## config.mk

```make
export PLATFORM = sky130hd
export DESIGN_NAME = radio_ctrl_core
export DESIGN_NICKNAME = d
export VERILOG_FILES = /design/src/verilog/radio_ctrl_pkg.sv /design/src/verilog/radio_ctrl_core.sv /design/src/verilog/readback_mux.sv /design/src/verilog/vita_timer.sv /design/src/verilog/txrx_switch.sv /design/src/verilog/misc_ctrl_regs.sv /design/src/verilog/settings_port.sv
export SDC_FILE = /design/constraint.sdc
export NUM_CORES = 1
export LEC_CHECK = 0
export BUFFER_PORTS_ARGS = -buffer_cell sky130_fd_sc_hd__buf_2
export CAP_MARGIN = 20
export CORE_ASPECT_RATIO = 0.5
export CORE_MARGIN = 5
export CORE_UTILIZATION = 51
export DETAILED_ROUTE_END_ITERATION = 10
export PLACE_DENSITY = 0.85
export SKIP_CTS_REPAIR_TIMING = 1
export SLEW_MARGIN = 5
export SYNTH_ARGS = -nofsm -noshare
export SYNTH_HDL_FRONTEND = slang
export SYNTH_SLANG_ARGS = --single-unit
export TNS_END_PERCENT = 50
```

## constraint.sdc

```tcl
create_clock -name dsp_clk -period 3.6 [get_ports dsp_clk]
set_clock_uncertainty 0.05 [all_clocks]
set_input_delay 0.72 -clock dsp_clk [delete_from_list [all_inputs] [get_ports dsp_clk]]
set_output_delay 0.72 -clock dsp_clk [all_outputs]
set_load 0.05 [all_outputs]
```

## src/verilog/radio_ctrl_pkg.sv

```systemverilog
// Shared definitions for the dsp_clk control plane of the radio core.
// Holds the settings register map, readback slots, bus widths and the
// structs that carry control lines and samples between the blocks.

package radio_ctrl_pkg;

   // Default base addresses of the register groups
   localparam int SR_MISC_DEF   = 0;
   localparam int SR_TIME64_DEF = 10;

   // Settings and readback bus widths
   localparam int SET_AW = 8;
   localparam int SET_DW = 32;
   localparam int RB_AW  = 4;

   // Major in the upper half, minor in the lower half
   localparam logic [31:0] COMPAT_NUM = {16'd10, 16'd1};

   localparam logic [31:0] MAGIC_TX      = 32'h8001_8001;
   localparam logic [31:0] MAGIC_RX      = 32'h7fff_7fff;
   localparam logic [7:0]  LED_SRC_RESET = 8'h1e;
   localparam logic [31:0] RB_FILL       = 32'hffff_ffff;

   // Misc register offsets from SR_MISC
   localparam int MISC_CLK_OFF     = 0;
   localparam int MISC_SERDES_OFF  = 1;
   localparam int MISC_ADC_OFF     = 2;
   localparam int MISC_LED_SW_OFF  = 3;
   localparam int MISC_PHY_OFF     = 4;
   localparam int MISC_LED_SRC_OFF = 6;

   // Time register offsets from SR_TIME64
   localparam int TIME_HI_OFF = 0;
   localparam int TIME_LO_OFF = 1;

   // Readback slots
   localparam logic [RB_AW-1:0] RB_COMPAT  = 4'd0;
   localparam logic [RB_AW-1:0] RB_IRQ     = 4'd1;
   localparam logic [RB_AW-1:0] RB_TIME_HI = 4'd2;
   localparam logic [RB_AW-1:0] RB_TIME_LO = 4'd3;
   localparam logic [RB_AW-1:0] RB_PPS_HI  = 4'd4;
   localparam logic [RB_AW-1:0] RB_PPS_LO  = 4'd5;

   typedef struct packed {
      logic [SET_AW-1:0] addr;
      logic [SET_DW-1:0] data;
   } set_req_t;

   typedef struct packed {
      logic       clock_ready;
      logic [1:0] clk_en;
      logic [1:0] clk_sel;
   } clock_ctrl_t;

   typedef struct packed {
      logic enable;
      logic prbsen;
      logic loopen;
      logic rx_en;
   } serdes_ctrl_t;

   typedef struct packed {
      logic oe_a;
      logic on_a;
      logic oe_b;
      logic on_b;
   } adc_ctrl_t;

   typedef struct packed {
      logic tx;
      logic rx;
   } atr_t;

   typedef struct packed {
      logic [15:0] i;
      logic [15:0] q;
   } iq_t;

   // Raw word on the receive path, I/Q halves in the switch
   typedef union packed {
      logic [31:0] raw;
      iq_t         iq;
   } sample_u;

endpackage
```

## src/verilog/radio_ctrl_core.sv

```systemverilog
// Top of the dsp_clk control plane. Connects the settings port, misc
// registers, TX/RX switch, time counter and readback port. Base addresses
// of the register groups are set here and handed to the decoding blocks.

module radio_ctrl_core
   import radio_ctrl_pkg::*;
#(
   parameter int SR_MISC   = SR_MISC_DEF,
   parameter int SR_TIME64 = SR_TIME64_DEF
) (
   input  logic             dsp_clk,
   input  logic             por_rst,
   input  logic             set_req_i,
   input  set_req_t         set_i,
   input  logic             rb_req_i,
   input  logic [RB_AW-1:0] rb_addr_i,
   input  sample_u          tx_sample_i,
   input  sample_u          rx_sample_i,
   input  logic             run_rx0_i,
   input  logic             run_rx1_i,
   input  logic             clk_status_i,
   input  logic             link_up_i,
   input  logic             button_i,
   input  logic             pps_i,
   output logic             set_ack_o,
   output logic             rb_ack_o,
   output logic [31:0]      rb_data_o,
   output sample_u          rx_sample_o,
   output atr_t             atr_o,
   output clock_ctrl_t      clock_ctrl_o,
   output serdes_ctrl_t     serdes_ctrl_o,
   output adc_ctrl_t        adc_ctrl_o,
   output logic             phy_reset_n_o,
   output logic [7:0]       leds_o
);

   logic        set_stb;
   set_req_t    set_data;
   logic        tx_mode;
   logic        rx_active;
   logic [63:0] vita_time;
   logic [63:0] vita_time_pps;

   settings_port i_settings_port (
      .dsp_clk   (dsp_clk),
      .por_rst   (por_rst),
      .set_req_i (set_req_i),
      .set_i     (set_i),
      .set_ack_o (set_ack_o),
      .set_stb_o (set_stb),
      .set_o     (set_data)
   );

   misc_ctrl_regs #(.SR_MISC(SR_MISC)) i_misc_ctrl_regs (
      .dsp_clk       (dsp_clk),
      .por_rst       (por_rst),
      .set_stb_i     (set_stb),
      .set_i         (set_data),
      .tx_mode_i     (tx_mode),
      .rx_active_i   (rx_active),
      .clk_status_i  (clk_status_i),
      .link_up_i     (link_up_i),
      .clock_ctrl_o  (clock_ctrl_o),
      .serdes_ctrl_o (serdes_ctrl_o),
      .adc_ctrl_o    (adc_ctrl_o),
      .phy_reset_n_o (phy_reset_n_o),
      .leds_o        (leds_o)
   );

   txrx_switch i_txrx_switch (
      .dsp_clk     (dsp_clk),
      .por_rst     (por_rst),
      .tx_sample_i (tx_sample_i),
      .rx_sample_i (rx_sample_i),
      .run_rx0_i   (run_rx0_i),
      .run_rx1_i   (run_rx1_i),
      .tx_mode_o   (tx_mode),
      .rx_active_o (rx_active),
      .rx_sample_o (rx_sample_o),
      .atr_o       (atr_o)
   );

   vita_timer #(.SR_TIME64(SR_TIME64)) i_vita_timer (
      .dsp_clk         (dsp_clk),
      .por_rst         (por_rst),
      .set_stb_i       (set_stb),
      .set_i           (set_data),
      .pps_i           (pps_i),
      .vita_time_o     (vita_time),
      .vita_time_pps_o (vita_time_pps)
   );

   readback_mux i_readback_mux (
      .dsp_clk         (dsp_clk),
      .por_rst         (por_rst),
      .rb_req_i        (rb_req_i),
      .rb_addr_i       (rb_addr_i),
      .vita_time_i     (vita_time),
      .vita_time_pps_i (vita_time_pps),
      .clk_status_i    (clk_status_i),
      .link_up_i       (link_up_i),
      .button_i        (button_i),
      .rb_ack_o        (rb_ack_o),
      .rb_data_o       (rb_data_o)
   );

endmodule

```

## src/verilog/readback_mux.sv

```systemverilog
// Readback port for the host. A four-phase req/ack transfer returns one
// 32-bit word selected by rb_addr_i: compatibility number, interrupt status,
// current time or PPS time. Slots without a source read as all ones.

module readback_mux
   import radio_ctrl_pkg::*;
(
   input  logic             dsp_clk,
   input  logic             por_rst,
   input  logic             rb_req_i,
   input  logic [RB_AW-1:0] rb_addr_i,
   input  logic [63:0]      vita_time_i,
   input  logic [63:0]      vita_time_pps_i,
   input  logic             clk_status_i,
   input  logic             link_up_i,
   input  logic             button_i,
   output logic             rb_ack_o,
   output logic [31:0]      rb_data_o
);

   logic [31:0] irq_word;
   logic [31:0] rb_word;
   logic        new_req;

   // Bit 12 stays clear
   assign irq_word = {18'd0, button_i, 1'b0, clk_status_i, link_up_i, 10'd0};

   always_comb begin
      case (rb_addr_i)
         RB_COMPAT:  rb_word = COMPAT_NUM;
         RB_IRQ:     rb_word = irq_word;
         RB_TIME_HI: rb_word = vita_time_i[63:32];
         RB_TIME_LO: rb_word = vita_time_i[31:0];
         RB_PPS_HI:  rb_word = vita_time_pps_i[63:32];
         RB_PPS_LO:  rb_word = vita_time_pps_i[31:0];
         default:    rb_word = RB_FILL;
      endcase
   end

   ///////////////////////////////////////////////////////////////////////
   // Handshake

   assign new_req = rb_req_i & ~rb_ack_o;

   always_ff @(posedge dsp_clk) begin
      if (por_rst) begin
         rb_ack_o <= 1'b0;
      end else begin
         rb_ack_o <= rb_req_i;
      end
   end

   // Word sampled once and held for the whole ack phase
   always_ff @(posedge dsp_clk) begin
      if (new_req) begin
         rb_data_o <= rb_word;
      end
   end

endmodule

```

## src/verilog/vita_timer.sv

```systemverilog
// 64-bit VITA time counter. It advances once per dsp_clk cycle and is set
// by writing the high word, which is staged, then the low word, which loads
// both halves. A synchronized PPS rising edge captures the current time.

module vita_timer
   import radio_ctrl_pkg::*;
#(
   parameter int SR_TIME64 = SR_TIME64_DEF
) (
   input  logic        dsp_clk,
   input  logic        por_rst,
   input  logic        set_stb_i,
   input  set_req_t    set_i,
   input  logic        pps_i,
   output logic [63:0] vita_time_o,
   output logic [63:0] vita_time_pps_o
);

   localparam logic [SET_AW-1:0] ADDR_HI = SET_AW'(SR_TIME64 + TIME_HI_OFF);
   localparam logic [SET_AW-1:0] ADDR_LO = SET_AW'(SR_TIME64 + TIME_LO_OFF);

   logic [31:0] time_hi_stage;
   logic        wr_hi;
   logic        wr_lo;
   logic [1:0]  pps_sync;
   logic        pps_d;
   logic        pps_edge;

   assign wr_hi = set_stb_i && (set_i.addr == ADDR_HI);
   assign wr_lo = set_stb_i && (set_i.addr == ADDR_LO);

   ///////////////////////////////////////////////////////////////////////
   // Time counter

   always_ff @(posedge dsp_clk) begin
      if (wr_hi) begin
         time_hi_stage <= set_i.data;
      end
   end

   always_ff @(posedge dsp_clk) begin
      if (por_rst) begin
         vita_time_o <= '0;
      end else if (wr_lo) begin
         vita_time_o <= {time_hi_stage, set_i.data};
      end else begin
         vita_time_o <= vita_time_o + 64'd1;
      end
   end

   ///////////////////////////////////////////////////////////////////////
   // PPS capture

   // Two flops into dsp_clk, one more for the edge
   always_ff @(posedge dsp_clk) begin
      if (por_rst) begin
         pps_sync <= 2'b00;
         pps_d    <= 1'b0;
      end else begin
         pps_sync <= {pps_sync[0], pps_i};
         pps_d    <= pps_sync[1];
      end
   end

   assign pps_edge = pps_sync[1] & ~pps_d;

   always_ff @(posedge dsp_clk) begin
      if (por_rst) begin
         vita_time_pps_o <= '0;
      end else if (pps_edge) begin
         vita_time_pps_o <= vita_time_o;
      end
   end

endmodule

```

## src/verilog/txrx_switch.sv

```systemverilog
// TX/RX antenna switch driven by magic transmit samples. The -1,-1 sample
// enters TX mode and +1,+1 returns to RX. In TX mode every outgoing receive
// sample is replaced by the TX magic word.

module txrx_switch
   import radio_ctrl_pkg::*;
(
   input  logic    dsp_clk,
   input  logic    por_rst,
   input  sample_u tx_sample_i,
   input  sample_u rx_sample_i,
   input  logic    run_rx0_i,
   input  logic    run_rx1_i,
   output logic    tx_mode_o,
   output logic    rx_active_o,
   output sample_u rx_sample_o,
   output atr_t    atr_o
);

   logic magic_tx;
   logic magic_rx;
   logic run_rx0_d1;
   logic run_rx1_d1;

   // Both halves must match
   assign magic_tx = (tx_sample_i.iq.i == MAGIC_TX[31:16]) &&
                     (tx_sample_i.iq.q == MAGIC_TX[15:0]);
   assign magic_rx = (tx_sample_i.iq.i == MAGIC_RX[31:16]) &&
                     (tx_sample_i.iq.q == MAGIC_RX[15:0]);

   always_ff @(posedge dsp_clk) begin
      if (por_rst) begin
         tx_mode_o  <= 1'b0;
         run_rx0_d1 <= 1'b0;
         run_rx1_d1 <= 1'b0;
      end else begin
         if (magic_tx) begin
            tx_mode_o <= 1'b1;
         end else if (magic_rx) begin
            tx_mode_o <= 1'b0;
         end
         run_rx0_d1 <= run_rx0_i;
         run_rx1_d1 <= run_rx1_i;
      end
   end

   // Receive samples are forced to the magic word while transmitting
   always_ff @(posedge dsp_clk) begin
      rx_sample_o.raw <= tx_mode_o ? MAGIC_TX : rx_sample_i.raw;
   end

   assign rx_active_o = run_rx0_d1 | run_rx1_d1;
   assign atr_o.tx    = tx_mode_o;
   assign atr_o.rx    = rx_active_o;

endmodule

```

## src/verilog/misc_ctrl_regs.sv

```systemverilog
// Misc control registers on the settings bus: clock generator, SERDES,
// ADC and PHY reset lines, plus the software LED value and the LED source
// mask. The LED outputs mix hardware status and software bits per mask bit.

module misc_ctrl_regs
   import radio_ctrl_pkg::*;
#(
   parameter int SR_MISC = SR_MISC_DEF
) (
   input  logic         dsp_clk,
   input  logic         por_rst,
   input  logic         set_stb_i,
   input  set_req_t     set_i,
   input  logic         tx_mode_i,
   input  logic         rx_active_i,
   input  logic         clk_status_i,
   input  logic         link_up_i,
   output clock_ctrl_t  clock_ctrl_o,
   output serdes_ctrl_t serdes_ctrl_o,
   output adc_ctrl_t    adc_ctrl_o,
   output logic         phy_reset_n_o,
   output logic [7:0]   leds_o
);

   localparam logic [SET_AW-1:0] ADDR_CLK     = SET_AW'(SR_MISC + MISC_CLK_OFF);
   localparam logic [SET_AW-1:0] ADDR_SERDES  = SET_AW'(SR_MISC + MISC_SERDES_OFF);
   localparam logic [SET_AW-1:0] ADDR_ADC     = SET_AW'(SR_MISC + MISC_ADC_OFF);
   localparam logic [SET_AW-1:0] ADDR_LED_SW  = SET_AW'(SR_MISC + MISC_LED_SW_OFF);
   localparam logic [SET_AW-1:0] ADDR_PHY     = SET_AW'(SR_MISC + MISC_PHY_OFF);
   localparam logic [SET_AW-1:0] ADDR_LED_SRC = SET_AW'(SR_MISC + MISC_LED_SRC_OFF);

   logic       phy_reset;
   logic [7:0] led_sw;
   logic [7:0] led_src;
   logic [7:0] led_hw;

   ///////////////////////////////////////////////////////////////////////
   // Register writes

   always_ff @(posedge dsp_clk) begin
      if (por_rst) begin
         clock_ctrl_o  <= '0;
         serdes_ctrl_o <= '0;
         adc_ctrl_o    <= '0;
         led_sw        <= '0;
         phy_reset     <= 1'b0;
         led_src       <= LED_SRC_RESET;
      end else if (set_stb_i) begin
         case (set_i.addr)
            ADDR_CLK:     clock_ctrl_o  <= clock_ctrl_t'(set_i.data[4:0]);
            ADDR_SERDES:  serdes_ctrl_o <= serdes_ctrl_t'(set_i.data[3:0]);
            ADDR_ADC:     adc_ctrl_o    <= adc_ctrl_t'(set_i.data[3:0]);
            ADDR_LED_SW:  led_sw        <= set_i.data[7:0];
            ADDR_PHY:     phy_reset     <= set_i.data[0];
            ADDR_LED_SRC: led_src       <= set_i.data[7:0];
            default: ;
         endcase
      end
   end

   // PHY reset pin is active low
   assign phy_reset_n_o = ~phy_reset;

   ///////////////////////////////////////////////////////////////////////
   // LED mix

   // Bit 0 has no LED behind it
   assign led_hw = {3'b000, tx_mode_i, rx_active_i, clk_status_i, link_up_i, 1'b0};

   // Mask bit 1 picks hardware status, 0 picks the software value
   assign leds_o = (led_src & led_hw) | (~led_src & led_sw);

endmodule

```

## src/verilog/settings_port.sv

```systemverilog
// Host side of the settings bus. A four-phase req/ack transfer is turned
// into one write strobe with its address and data, one cycle wide, that
// every register block sees and decodes for itself.

module settings_port
   import radio_ctrl_pkg::*;
(
   input  logic     dsp_clk,
   input  logic     por_rst,
   input  logic     set_req_i,
   input  set_req_t set_i,
   output logic     set_ack_o,
   output logic     set_stb_o,
   output set_req_t set_o
);

   logic new_req;

   // Request seen while the previous ack has dropped
   assign new_req = set_req_i & ~set_ack_o;

   ///////////////////////////////////////////////////////////////////////
   // Handshake

   always_ff @(posedge dsp_clk) begin
      if (por_rst) begin
         set_ack_o <= 1'b0;
         set_stb_o <= 1'b0;
      end else begin
         // Ack follows req, so it falls one cycle after req falls
         set_ack_o <= set_req_i;
         set_stb_o <= new_req;
      end
   end

   // Address and data captured once per transfer
   always_ff @(posedge dsp_clk) begin
      if (new_req) begin
         set_o <= set_i;
      end
   end

endmodule

```

==> reports/qor.json, run 1 <==
{
  "place": {
    "dp_hpwl_um": 25300,
    "globalplace.congestion": 1.02,
    "dp_worst_setup_slack_ns": 0.896,
    "port_buffers": 207
  },
  "logic_synthesis": {
    "post-synth-top-area-cell": "dfxtp_1",
    "synth_seq_cells": 303,
    "ys_types": 56,
    "number_of_enable_flip_flop_cells_after_synthesis": 104,
    "post_synth.cell_area_avg_um2": 10.1,
    "syn-num-nets": 1337,
    "synth.yosys.seq_area_share": 0.578,
    "synth_top_area_cells": "dfxtp_1, edfxtp_1, nand2_1",
    "synth.top_cell.area_share": 0.324,
    "async_set_or_reset_flop_fraction_in_the_synthesized_netlist": 0,
    "synth_flop_cell": "dfxtp_1",
    "postSynthCellCount": 1218,
    "mappedNetlistArea_um2": 12300,
    "yosys_warnings": 0
  },
  "timing": {
    "finalHoldViolCount": 0,
    "relSlewSlack": 0.255,
    "fmaxAchievable_mhz": 363,
    "setup_viol": 0,
    "setup_tns_ns": 0,
    "grt_setup_unrepaired": "false",
    "timing.final.max_slew_violations": 0,
    "postLayoutSetupSlackWorst_ns": 0.849,
    "min_period_ns": 2.75,
    "worst_slew_pin_slew_ns": 1.11,
    "final_min_period_over_clock_period": 0.764
  },
  "layout": {
    "highest_count_cells_in_the_layout_ignoring_fill_and_taps": "buf_2, dfxtp_1, nand2_1, nor2_1, edfxtp_1",
    "area_growth_syn_to_layout_pct": 17.9,
    "final_common_cell": "buf_2",
    "fillerInstances": 1850,
    "seq_area_um2": 7110,
    "multi_input_area_um2": 4900,
    "drive_above_1_share": 0.210,
    "final_net_count": 1512,
    "num_antenna_cells": 0
  },
  "floorplanning": {
    "dieHeight_um": 120,
    "die_w_um": 230,
    "die-area_um2": 27500,
    "std_cell_rows": 40,
    "core_area_um2": 23900,
    "ios": 208,
    "initial_core_util": 0.515
  },
  "global_route": {
    "grt_antenna_before_repair": 1,
    "grt.total_usage": 0.251,
    "grt_pass1_wl_um": 56100,
    "grt_pass1_vias": 10300,
    "pin_count_of_the_biggest_net_entering_global_routing": 90,
    "gr-total-overflow": 0
  },
  "drt": {
    "vias": 10500,
    "ant_nets": 0,
    "wl_per_cell_um": 20.7,
    "drt_first_pass_iters": 10,
    "post_drt_via_cell_ratio": 6.10,
    "drc_violations": 0,
    "drt-total-wl_um": 35800,
    "drtIter0Drc": 1517
  },
  "critical_path": {
    "worstSetupEndpointType": "register",
    "cp.required_ns": 3.93,
    "ff2ff_setup_slack_ns": 0.85,
    "cp-start-kind": "register",
    "crit_path_arrival_time_ns": 3.08,
    "worst_path_max_delay_cell": "or3_4",
    "crit-reg2reg-capture": "i_vita_timer.vita_time_o[44]$_SDFF_PP0_",
    "setup.worst_path.class": "register to register",
    "reg2reg_depth": 5,
    "crit_path_cell_trace": "or4_1 > or3_4 > buf_4 > nor2_1 > a311oi_1",
    "r2r-start": "i_settings_port.set_o[37]$_DFFE_PP_",
    "critical-path-max-stage-delay_ns": 0.78,
    "critPathMaxFanout": 89
  },
  "clocking": {
    "htree_num_levels": 1,
    "cts_buffer_depth": 3,
    "clock_pin_slew_of_the_registers_on_the_worst_case_setup_and_hold_paths_ns": 0.07,
    "clk_root_buffer_cell": "clkbuf_16",
    "cts_made_buffers": 27,
    "cts_tree": "yes",
    "clock_sink_count": 303,
    "clock_latency_of_the_later_clocked_register_in_the_worst_skew_pair_ns": 0.56
  },
  "worst_hold_path": {
    "worstHoldPathType": "input port to register",
    "hp-start": "set_i[5]",
    "worst_hold_path.num_cells": 1,
    "hold_end": "i_settings_port.set_o[5]$_DFFE_PP_"
  },
  "pwr": {
    "power.clock.fraction": 0.411,
    "leakage_nw": 5.20,
    "power-per-cell-area_nw_per_um2": 484,
    "power_frac_seq": 0.523,
    "swShare": 0.237,
    "worst_ir_drop_vdd_mv": 0.261,
    "internal-power_w": 0.00535,
    "switching_power_w": 0.00166,
    "logic_pwr_share": 0.065
  },
  "status": {
    "run_status": "finished, final reports clean"
  },
  "flow_run": {
    "max_cap_violations": 0
  }
}
-- per-stage QoR --
step           power [W]  cells  cell area, um2  utilization  hold slack, ns
6_report         0.00701   1728           14500        0.607           0.306
5_1_grt          0.00723   1728           14500        0.607           0.287
4_1_cts          0.00703   1727           14500        0.606           0.289
3_3_place_gp     0.00419   1678           13600        0.570           0.386
3_5_place_dp     0.00420   1678           13600        0.570           0.381
2_1_floorplan    0.00402   1218           12300            -           0.364
-- worst max-delay path: cells and delay by family (launching register included) --
kind | cells | cell delay, ns
AO/OA/AOI/OAI | 1 | 0.08
buffers and inverters | 1 | 0.41
flip-flops | 1 | 0.36
AND/OR/NAND/NOR | 3 | 1.65
-- layer usage --
metal  global-route usage  routed length [um]
met5                    0                  11
met4               0.0645                1060
met3               0.0733                4580
met2                0.383               15300
met1                0.354               14800
-- cells in the mapped netlist (27+ instances only) --
master and instances:
a211oi_1 37, a21oi_1 71, a222oi_1 27, clkbuf_1 59, dfxtp_1 199, edfxtp_1 104
mux2i_1 34, nand2_1 189, nand3_1 55, nand4_1 36, nor2_1 113, nor2b_1 45
-- worst max-delay path by stage --
stage          slack (ns)                                      end                                 from
2_1_floorplan        0.58       i_settings_port.set_o[0]$_DFFE_PP_                            set_req_i
3_3_place_gp         1.00  i_vita_timer.vita_time_o[49]$_SDFF_PP0_  i_settings_port.set_o[37]$_DFFE_PP_
3_5_place_dp         0.90  i_vita_timer.vita_time_o[38]$_SDFF_PP0_  i_settings_port.set_o[37]$_DFFE_PP_
4_1_cts              0.88  i_vita_timer.vita_time_o[38]$_SDFF_PP0_  i_settings_port.set_o[37]$_DFFE_PP_
5_1_grt              0.74  i_vita_timer.vita_time_o[44]$_SDFF_PP0_  i_settings_port.set_o[37]$_DFFE_PP_
6_report             0.85  i_vita_timer.vita_time_o[44]$_SDFF_PP0_  i_settings_port.set_o[37]$_DFFE_PP_
-- power by group through the flow --
stage	Clock [W]	Combinational, W	Sequential, W
global route	0.00307	0.000484	0.00368
CTS	0.00291	0.000454	0.00367
finish	0.00288	0.000458	0.00367
detailed placement	0	0.000453	0.00375
floorplan	0	0.000145	0.00387
global placement	0	0.000447	0.00374
-- area by class of cell --
cell class              count  area share
repair buffers            228      0.0834
well taps                 315      0.0272
clock inverters            13     0.00820
flip-flops and latches    303       0.490
inverters                   6     0.00155
clock buffers              36      0.0517
multi-input cells         827       0.338
-- kinds of logic (layout without fill, tap and decap cells) --
family                   count (synthesis)  in the layout  synth area share
AO/OA/AOI/OAI                          197            197             0.111
XOR/XNOR                                35             35            0.0249
adder cells (fa/ha/maj)                  1              1           0.00102
buffers and inverters                   88            283            0.0288
flip-flops                             303            303             0.578
multiplexers                            39             39            0.0323
AND/OR/NAND/NOR                        555            555             0.224
-- registers in the layout (all words and copies together) (netlist names), 5 cells and up --
name,flops
i_vita_timer.time_hi_stage,32
i_readback_mux.rb_data_o,32
i_misc_ctrl_regs.clock_ctrl_o,5
i_vita_timer.vita_time_o,64
i_settings_port.set_o,40
i_txrx_switch.rx_sample_o,32
i_misc_ctrl_regs.led_src,8
i_vita_timer.vita_time_pps_o,64
i_misc_ctrl_regs.led_sw,8
Power figures use the tool's default switching activity.
==> inputs of run 2 (changes only) <==
--- a/config.mk
+++ b/config.mk
@@ -5,13 +5,14 @@
 export SDC_FILE = /design/constraint.sdc
 export NUM_CORES = 1
 export LEC_CHECK = 0
+export ABC_AREA = 1
 export BUFFER_PORTS_ARGS = -buffer_cell sky130_fd_sc_hd__buf_2
 export CAP_MARGIN = 20
 export CORE_ASPECT_RATIO = 0.5
 export CORE_MARGIN = 5
-export CORE_UTILIZATION = 51
+export CORE_UTILIZATION = 57
 export DETAILED_ROUTE_END_ITERATION = 10
-export PLACE_DENSITY = 0.85
+export PLACE_DENSITY = 0.89
 export SKIP_CTS_REPAIR_TIMING = 1
 export SLEW_MARGIN = 5
 export SYNTH_ARGS = -nofsm -noshare
==> constraint.sdc (replaced) <==
create_clock -name dsp_clk -period 2.7 [get_ports dsp_clk]
set_clock_uncertainty 0.05 [all_clocks]
set_input_delay 0.54 -clock dsp_clk [delete_from_list [all_inputs] [get_ports dsp_clk]]
set_output_delay 0.54 -clock dsp_clk [all_outputs]
set_load 0.05 [all_outputs]
==> run 2 against run 1 <==
  * Die area decreased by 2.8%
  * Via count rose by 14%
  * Design area rose by 7.8%
  * Sequential share of layout area shrank 3.5 points
==> reports/qor.json, run 2 <==
{
  "critical_path": {
    "crit_path_arrival_time": {"value": 1.63, "unit": "ns", "change": "-1.45 ns"},
    "cp.required": {"value": 2.11, "unit": "ns", "change": "-1.82 ns"},
    "setup.worst_path.class": "register to output port",
    "worstSetupEndpointType": "output port",
    "ff2ff_setup_slack": {"value": 0.69, "unit": "ns", "change": "-0.16 ns"},
    "crit_path_cell_trace": "or2_2 > mux2_2 > buf_2",
    "critical-path-max-stage-delay": {"value": 0.30, "unit": "ns", "change": "-0.48 ns"},
    "worst_path_max_delay_cell": "dfxtp_1",
    "critPathMaxFanout": {"value": 2, "change": "-98%"},
    "cp-start-kind": "register"
  },
  "timing": {
    "relSlewSlack": {"value": 0.464, "change": "+0.209"},
    "fmaxAchievable_mhz": 450,
    "timing.final.max_slew_violations": {"value": 0, "change": "unchanged"},
    "min_period_ns": 2.22,
    "final_min_period_over_clock_period": 0.824,
    "grt_setup_unrepaired": "false",
    "finalHoldViolCount": {"value": 0, "change": "unchanged"},
    "setup_tns": {"value": 0, "unit": "ns", "change": "unchanged"},
    "setup_viol": {"value": 0, "change": "unchanged"},
    "worst_slew_pin_slew": {"value": 0.800, "unit": "ns", "change": "-0.307 ns"}
  },
  "drt": {
    "vias": {"value": 12000, "change": "+14%"},
    "drt_first_pass_iters": {"value": 6, "change": "-4"},
    "wl_per_cell": {"value": 18.3, "unit": "um", "change": "-12%"},
    "drc_violations": {"value": 0, "change": "unchanged"},
    "drt-total-wl": {"value": 39200, "unit": "um", "change": "+9.6%"},
    "ant_nets": {"value": 0, "change": "unchanged"},
    "post_drt_via_cell_ratio": {"value": 5.60, "change": "-8.1%"},
    "drtIter0Drc": {"value": 1443, "change": "-4.9%"}
  },
  "status": {
    "run_status": "finished, final reports clean"
  },
  "layout": {
    "highest_count_cells_in_the_layout_ignoring_fill_and_taps": "nand2_1, inv_1, buf_2, nor2_1, dfxtp_1",
    "fillerInstances": {"value": 1765, "change": "-4.6%"},
    "num_antenna_cells": {"value": 0, "change": "unchanged"},
    "drive_above_1_share": {"value": 0.176, "change": "-0.0341"},
    "final_common_cell": "nand2_1",
    "layoutNonFillerInstCount": {"value": 2147, "change": "+24%"},
    "largest_registers": "i_vita_timer.vita_time_o x64, i_vita_timer.vita_time_pps_o x64, i_settings_port.set_o x40",
    "area_growth_syn_to_layout_pct": 17.1,
    "final_net_count": {"value": 1938, "change": "+28%"}
  },
  "global_route": {
    "grt.total_usage": {"value": 0.284, "change": "+0.0333"},
    "pin_count_of_the_biggest_net_entering_global_routing": {"value": 74, "change": "-18%"},
    "grt_pass1_vias": {"value": 11200, "change": "+8.4%"},
    "grt_pass1_wl": {"value": 61100, "unit": "um", "change": "+8.8%"},
    "gr-total-overflow": {"value": 0, "change": "unchanged"},
    "grt_antenna_before_repair": {"value": 0, "change": "-1"}
  },
  "logic_synthesis": {
    "synth_top_area_cells": "dfxtp_1, edfxtp_1, nand2_1",
    "synth_seq_cells": {"value": 303, "change": "unchanged"},
    "synth_flop_cell": "dfxtp_1",
    "synth_common_cells": "nand2_1, inv_1, nor2_1",
    "synth.yosys.seq_area_share": {"value": 0.533, "change": "-0.0452"},
    "post-synth-top-area-cell": "dfxtp_1",
    "ys_types": {"value": 41, "change": "-27%"},
    "postSynthCellCount": {"value": 1639, "change": "+35%"},
    "synth.top_cell.area_share": {"value": 0.299, "change": "-0.0253"},
    "yosys_warnings": {"value": 0, "change": "unchanged"},
    "most_used_standard_cell_by_instance_count_after_synthesis": "nand2_1",
    "mappedNetlistArea": {"value": 13300, "unit": "um2", "change": "+8.5%"},
    "syn-num-nets": {"value": 1758, "change": "+31%"},
    "number_of_enable_flip_flop_cells_after_synthesis": {"value": 104, "change": "unchanged"},
    "post_synth.cell_area_avg": {"value": 8.14, "unit": "um2", "change": "-19%"},
    "async_set_or_reset_flop_fraction_in_the_synthesized_netlist": {"value": 0, "change": "unchanged"}
  },
  "flow_run": {
    "max_cap_violations": {"value": 0, "change": "unchanged"}
  },
  "pwr": {
    "internal-power": {"value": 0.00719, "unit": "W", "change": "+34%"},
    "p_total": {"value": 0.00956, "unit": "W", "change": "+36%"},
    "swShare": {"value": 0.248, "change": "+0.0111"},
    "power.clock.fraction": {"value": 0.407, "change": "-0.004"},
    "power-per-cell-area": {"value": 612, "unit": "nW/um2", "change": "+26%"},
    "worst_ir_drop_vdd": {"value": 0.563, "unit": "mV", "change": "+120%"},
    "leakage": {"value": 6.42, "unit": "nW", "change": "+23%"},
    "switching_power": {"value": 0.00237, "unit": "W", "change": "+43%"},
    "power_frac_seq": {"value": 0.517, "change": "-0.006"},
    "logic_pwr_share": {"value": 0.076, "change": "+0.011"}
  },
  "floorplanning": {
    "ios": {"value": 208, "change": "unchanged"},
    "std_cell_rows": {"value": 39, "change": "-2.5%"},
    "die_w": {"value": 226, "unit": "um", "change": "-1.4%"},
    "core_area": {"value": 22900, "unit": "um2", "change": "-3.9%"},
    "die-area": {"value": 26800, "unit": "um2", "change": "-2.8%"},
    "dieHeight": {"value": 118, "unit": "um", "change": "-1.4%"},
    "initial_core_util": {"value": 0.582, "change": "+0.0666"}
  },
  "clocking": {
    "clock_sink_count": {"value": 303, "change": "unchanged"},
    "cts_tree": "yes",
    "cts_made_buffers": {"value": 27, "change": "unchanged"},
    "cts_buffer_depth": {"value": 3, "change": "unchanged"},
    "clock_latency_of_the_later_clocked_register_in_the_worst_skew_pair": {"value": 0.57, "unit": "ns", "change": "about the same"},
    "clock_pin_slew_of_the_registers_on_the_worst_case_setup_and_hold_paths": {"value": 0.07, "unit": "ns", "change": "about the same"},
    "htree_num_levels": {"value": 1, "change": "unchanged"},
    "clk_root_buffer_cell": "clkbuf_16"
  },
  "place": {
    "globalplace.congestion": {"value": 1.01, "change": "-0.86%"},
    "count_of_placed_standard_cells_including_taps": {"value": 2097, "change": "+25%"},
    "port_buffers": {"value": 207, "change": "unchanged"},
    "dp_hpwl": {"value": 28500, "unit": "um", "change": "+13%"}
  },
  "worst_hold_path": {
    "worstHoldPathType": "input port to register"
  }
}
==> run 2: cell types whose count changed in the layout (fill, tap and decap cells not counted), moves of 19 or more <==
cell,change
mux2i_1,-34
nand3_1,+59
nand2_1,+56
o21ai_0,+129
nor2_1,+90
a222oi_1,-27
a21oi_1,+26
a211oi_1,-33
o22ai_1,+27
inv_1,+222
a311oi_1,-19
nor2b_1,-42
==> run 2: cells by family after synthesis <==
logic type	after synthesis	synth area share
fa+ha+maj	1	0.000938
buf+inv	304	0.0880
compound gates	324	0.132
simple gates	675	0.225
xor+xnor	28	0.0184
flops	303	0.533
mux	4	0.00338
==> run 2: power groups by stage <==
| stage | sequential, W | clock, W | combinational, W |
|---|---|---|---|
| after detailed placement | 0.00504 | 0 | 0.000721 |
| final | 0.00494 | 0.00389 | 0.000729 |
| after floorplan | 0.00522 | 0 | 0.000269 |
| after CTS | 0.00494 | 0.00391 | 0.000726 |
| after global placement | 0.00504 | 0 | 0.000707 |
| after global routing | 0.00496 | 0.00414 | 0.000786 |
==> run 2: metrics by stage <==
stage / util / hold slack, ns / area, um2 / setup slack, ns
4_1_cts: 0.681 / 0.0758 / 15600 / 0.457
6_report: 0.681 / 0.0922 / 15600 / 0.476
2_1_floorplan: - / 0.338 / 13300 / 0.142
3_5_place_dp: 0.642 / 0.346 / 14700 / 0.687
5_1_grt: 0.681 / 0.0737 / 15600 / 0.426
3_3_place_gp: 0.642 / 0.344 / 14700 / 0.772
==> run 2: critical path, delay by kind of cell, from the launching register on <==
kind,cells,cell delay (ns)
buffers and inverters,1,0.21
and+or+nand+nor,1,0.29
muxes,1,0.26
DFF,1,0.30
==> run 2: layout make-up <==
class | count | area, um2 | share of cell area
flip-flops and latches | 303 | 7110 | 0.455
multi-input cells | 1032 | 5110 | 0.327
repair buffers | 224 | 1260 | 0.0809
inverters | 231 | 867 | 0.0555
clock buffers | 38 | 800 | 0.0512
well taps | 307 | 384 | 0.0246
clock inverters | 12 | 100 | 0.00641
==> run 2: final timing paths <==
path | startpoint | to | cells after the start
min | set_i[5] | i_settings_port.set_o[5]$_DFFE_PP_ | 1
max reg2reg | i_settings_port.set_o[39]$_DFFE_PP_ | i_vita_timer.vita_time_o[1]$_SDFF_PP0_ | 8
min reg2reg | i_vita_timer.pps_sync[0]$_SDFF_PP0_ | i_vita_timer.pps_sync[1]$_SDFF_PP0_ | 2
max | i_txrx_switch.run_rx1_d1$_SDFF_PP0_ | leds_o[3] | 3
==> run 2: layer usage <==
metal,share of wire,up-vias,track usage
met1,0.42,5493,0.419
met3,0.14,70,0.0951
met4,0.022,0,0.0575
met5,0,-,0
met2,0.42,700,0.413
li1,-,5770,-
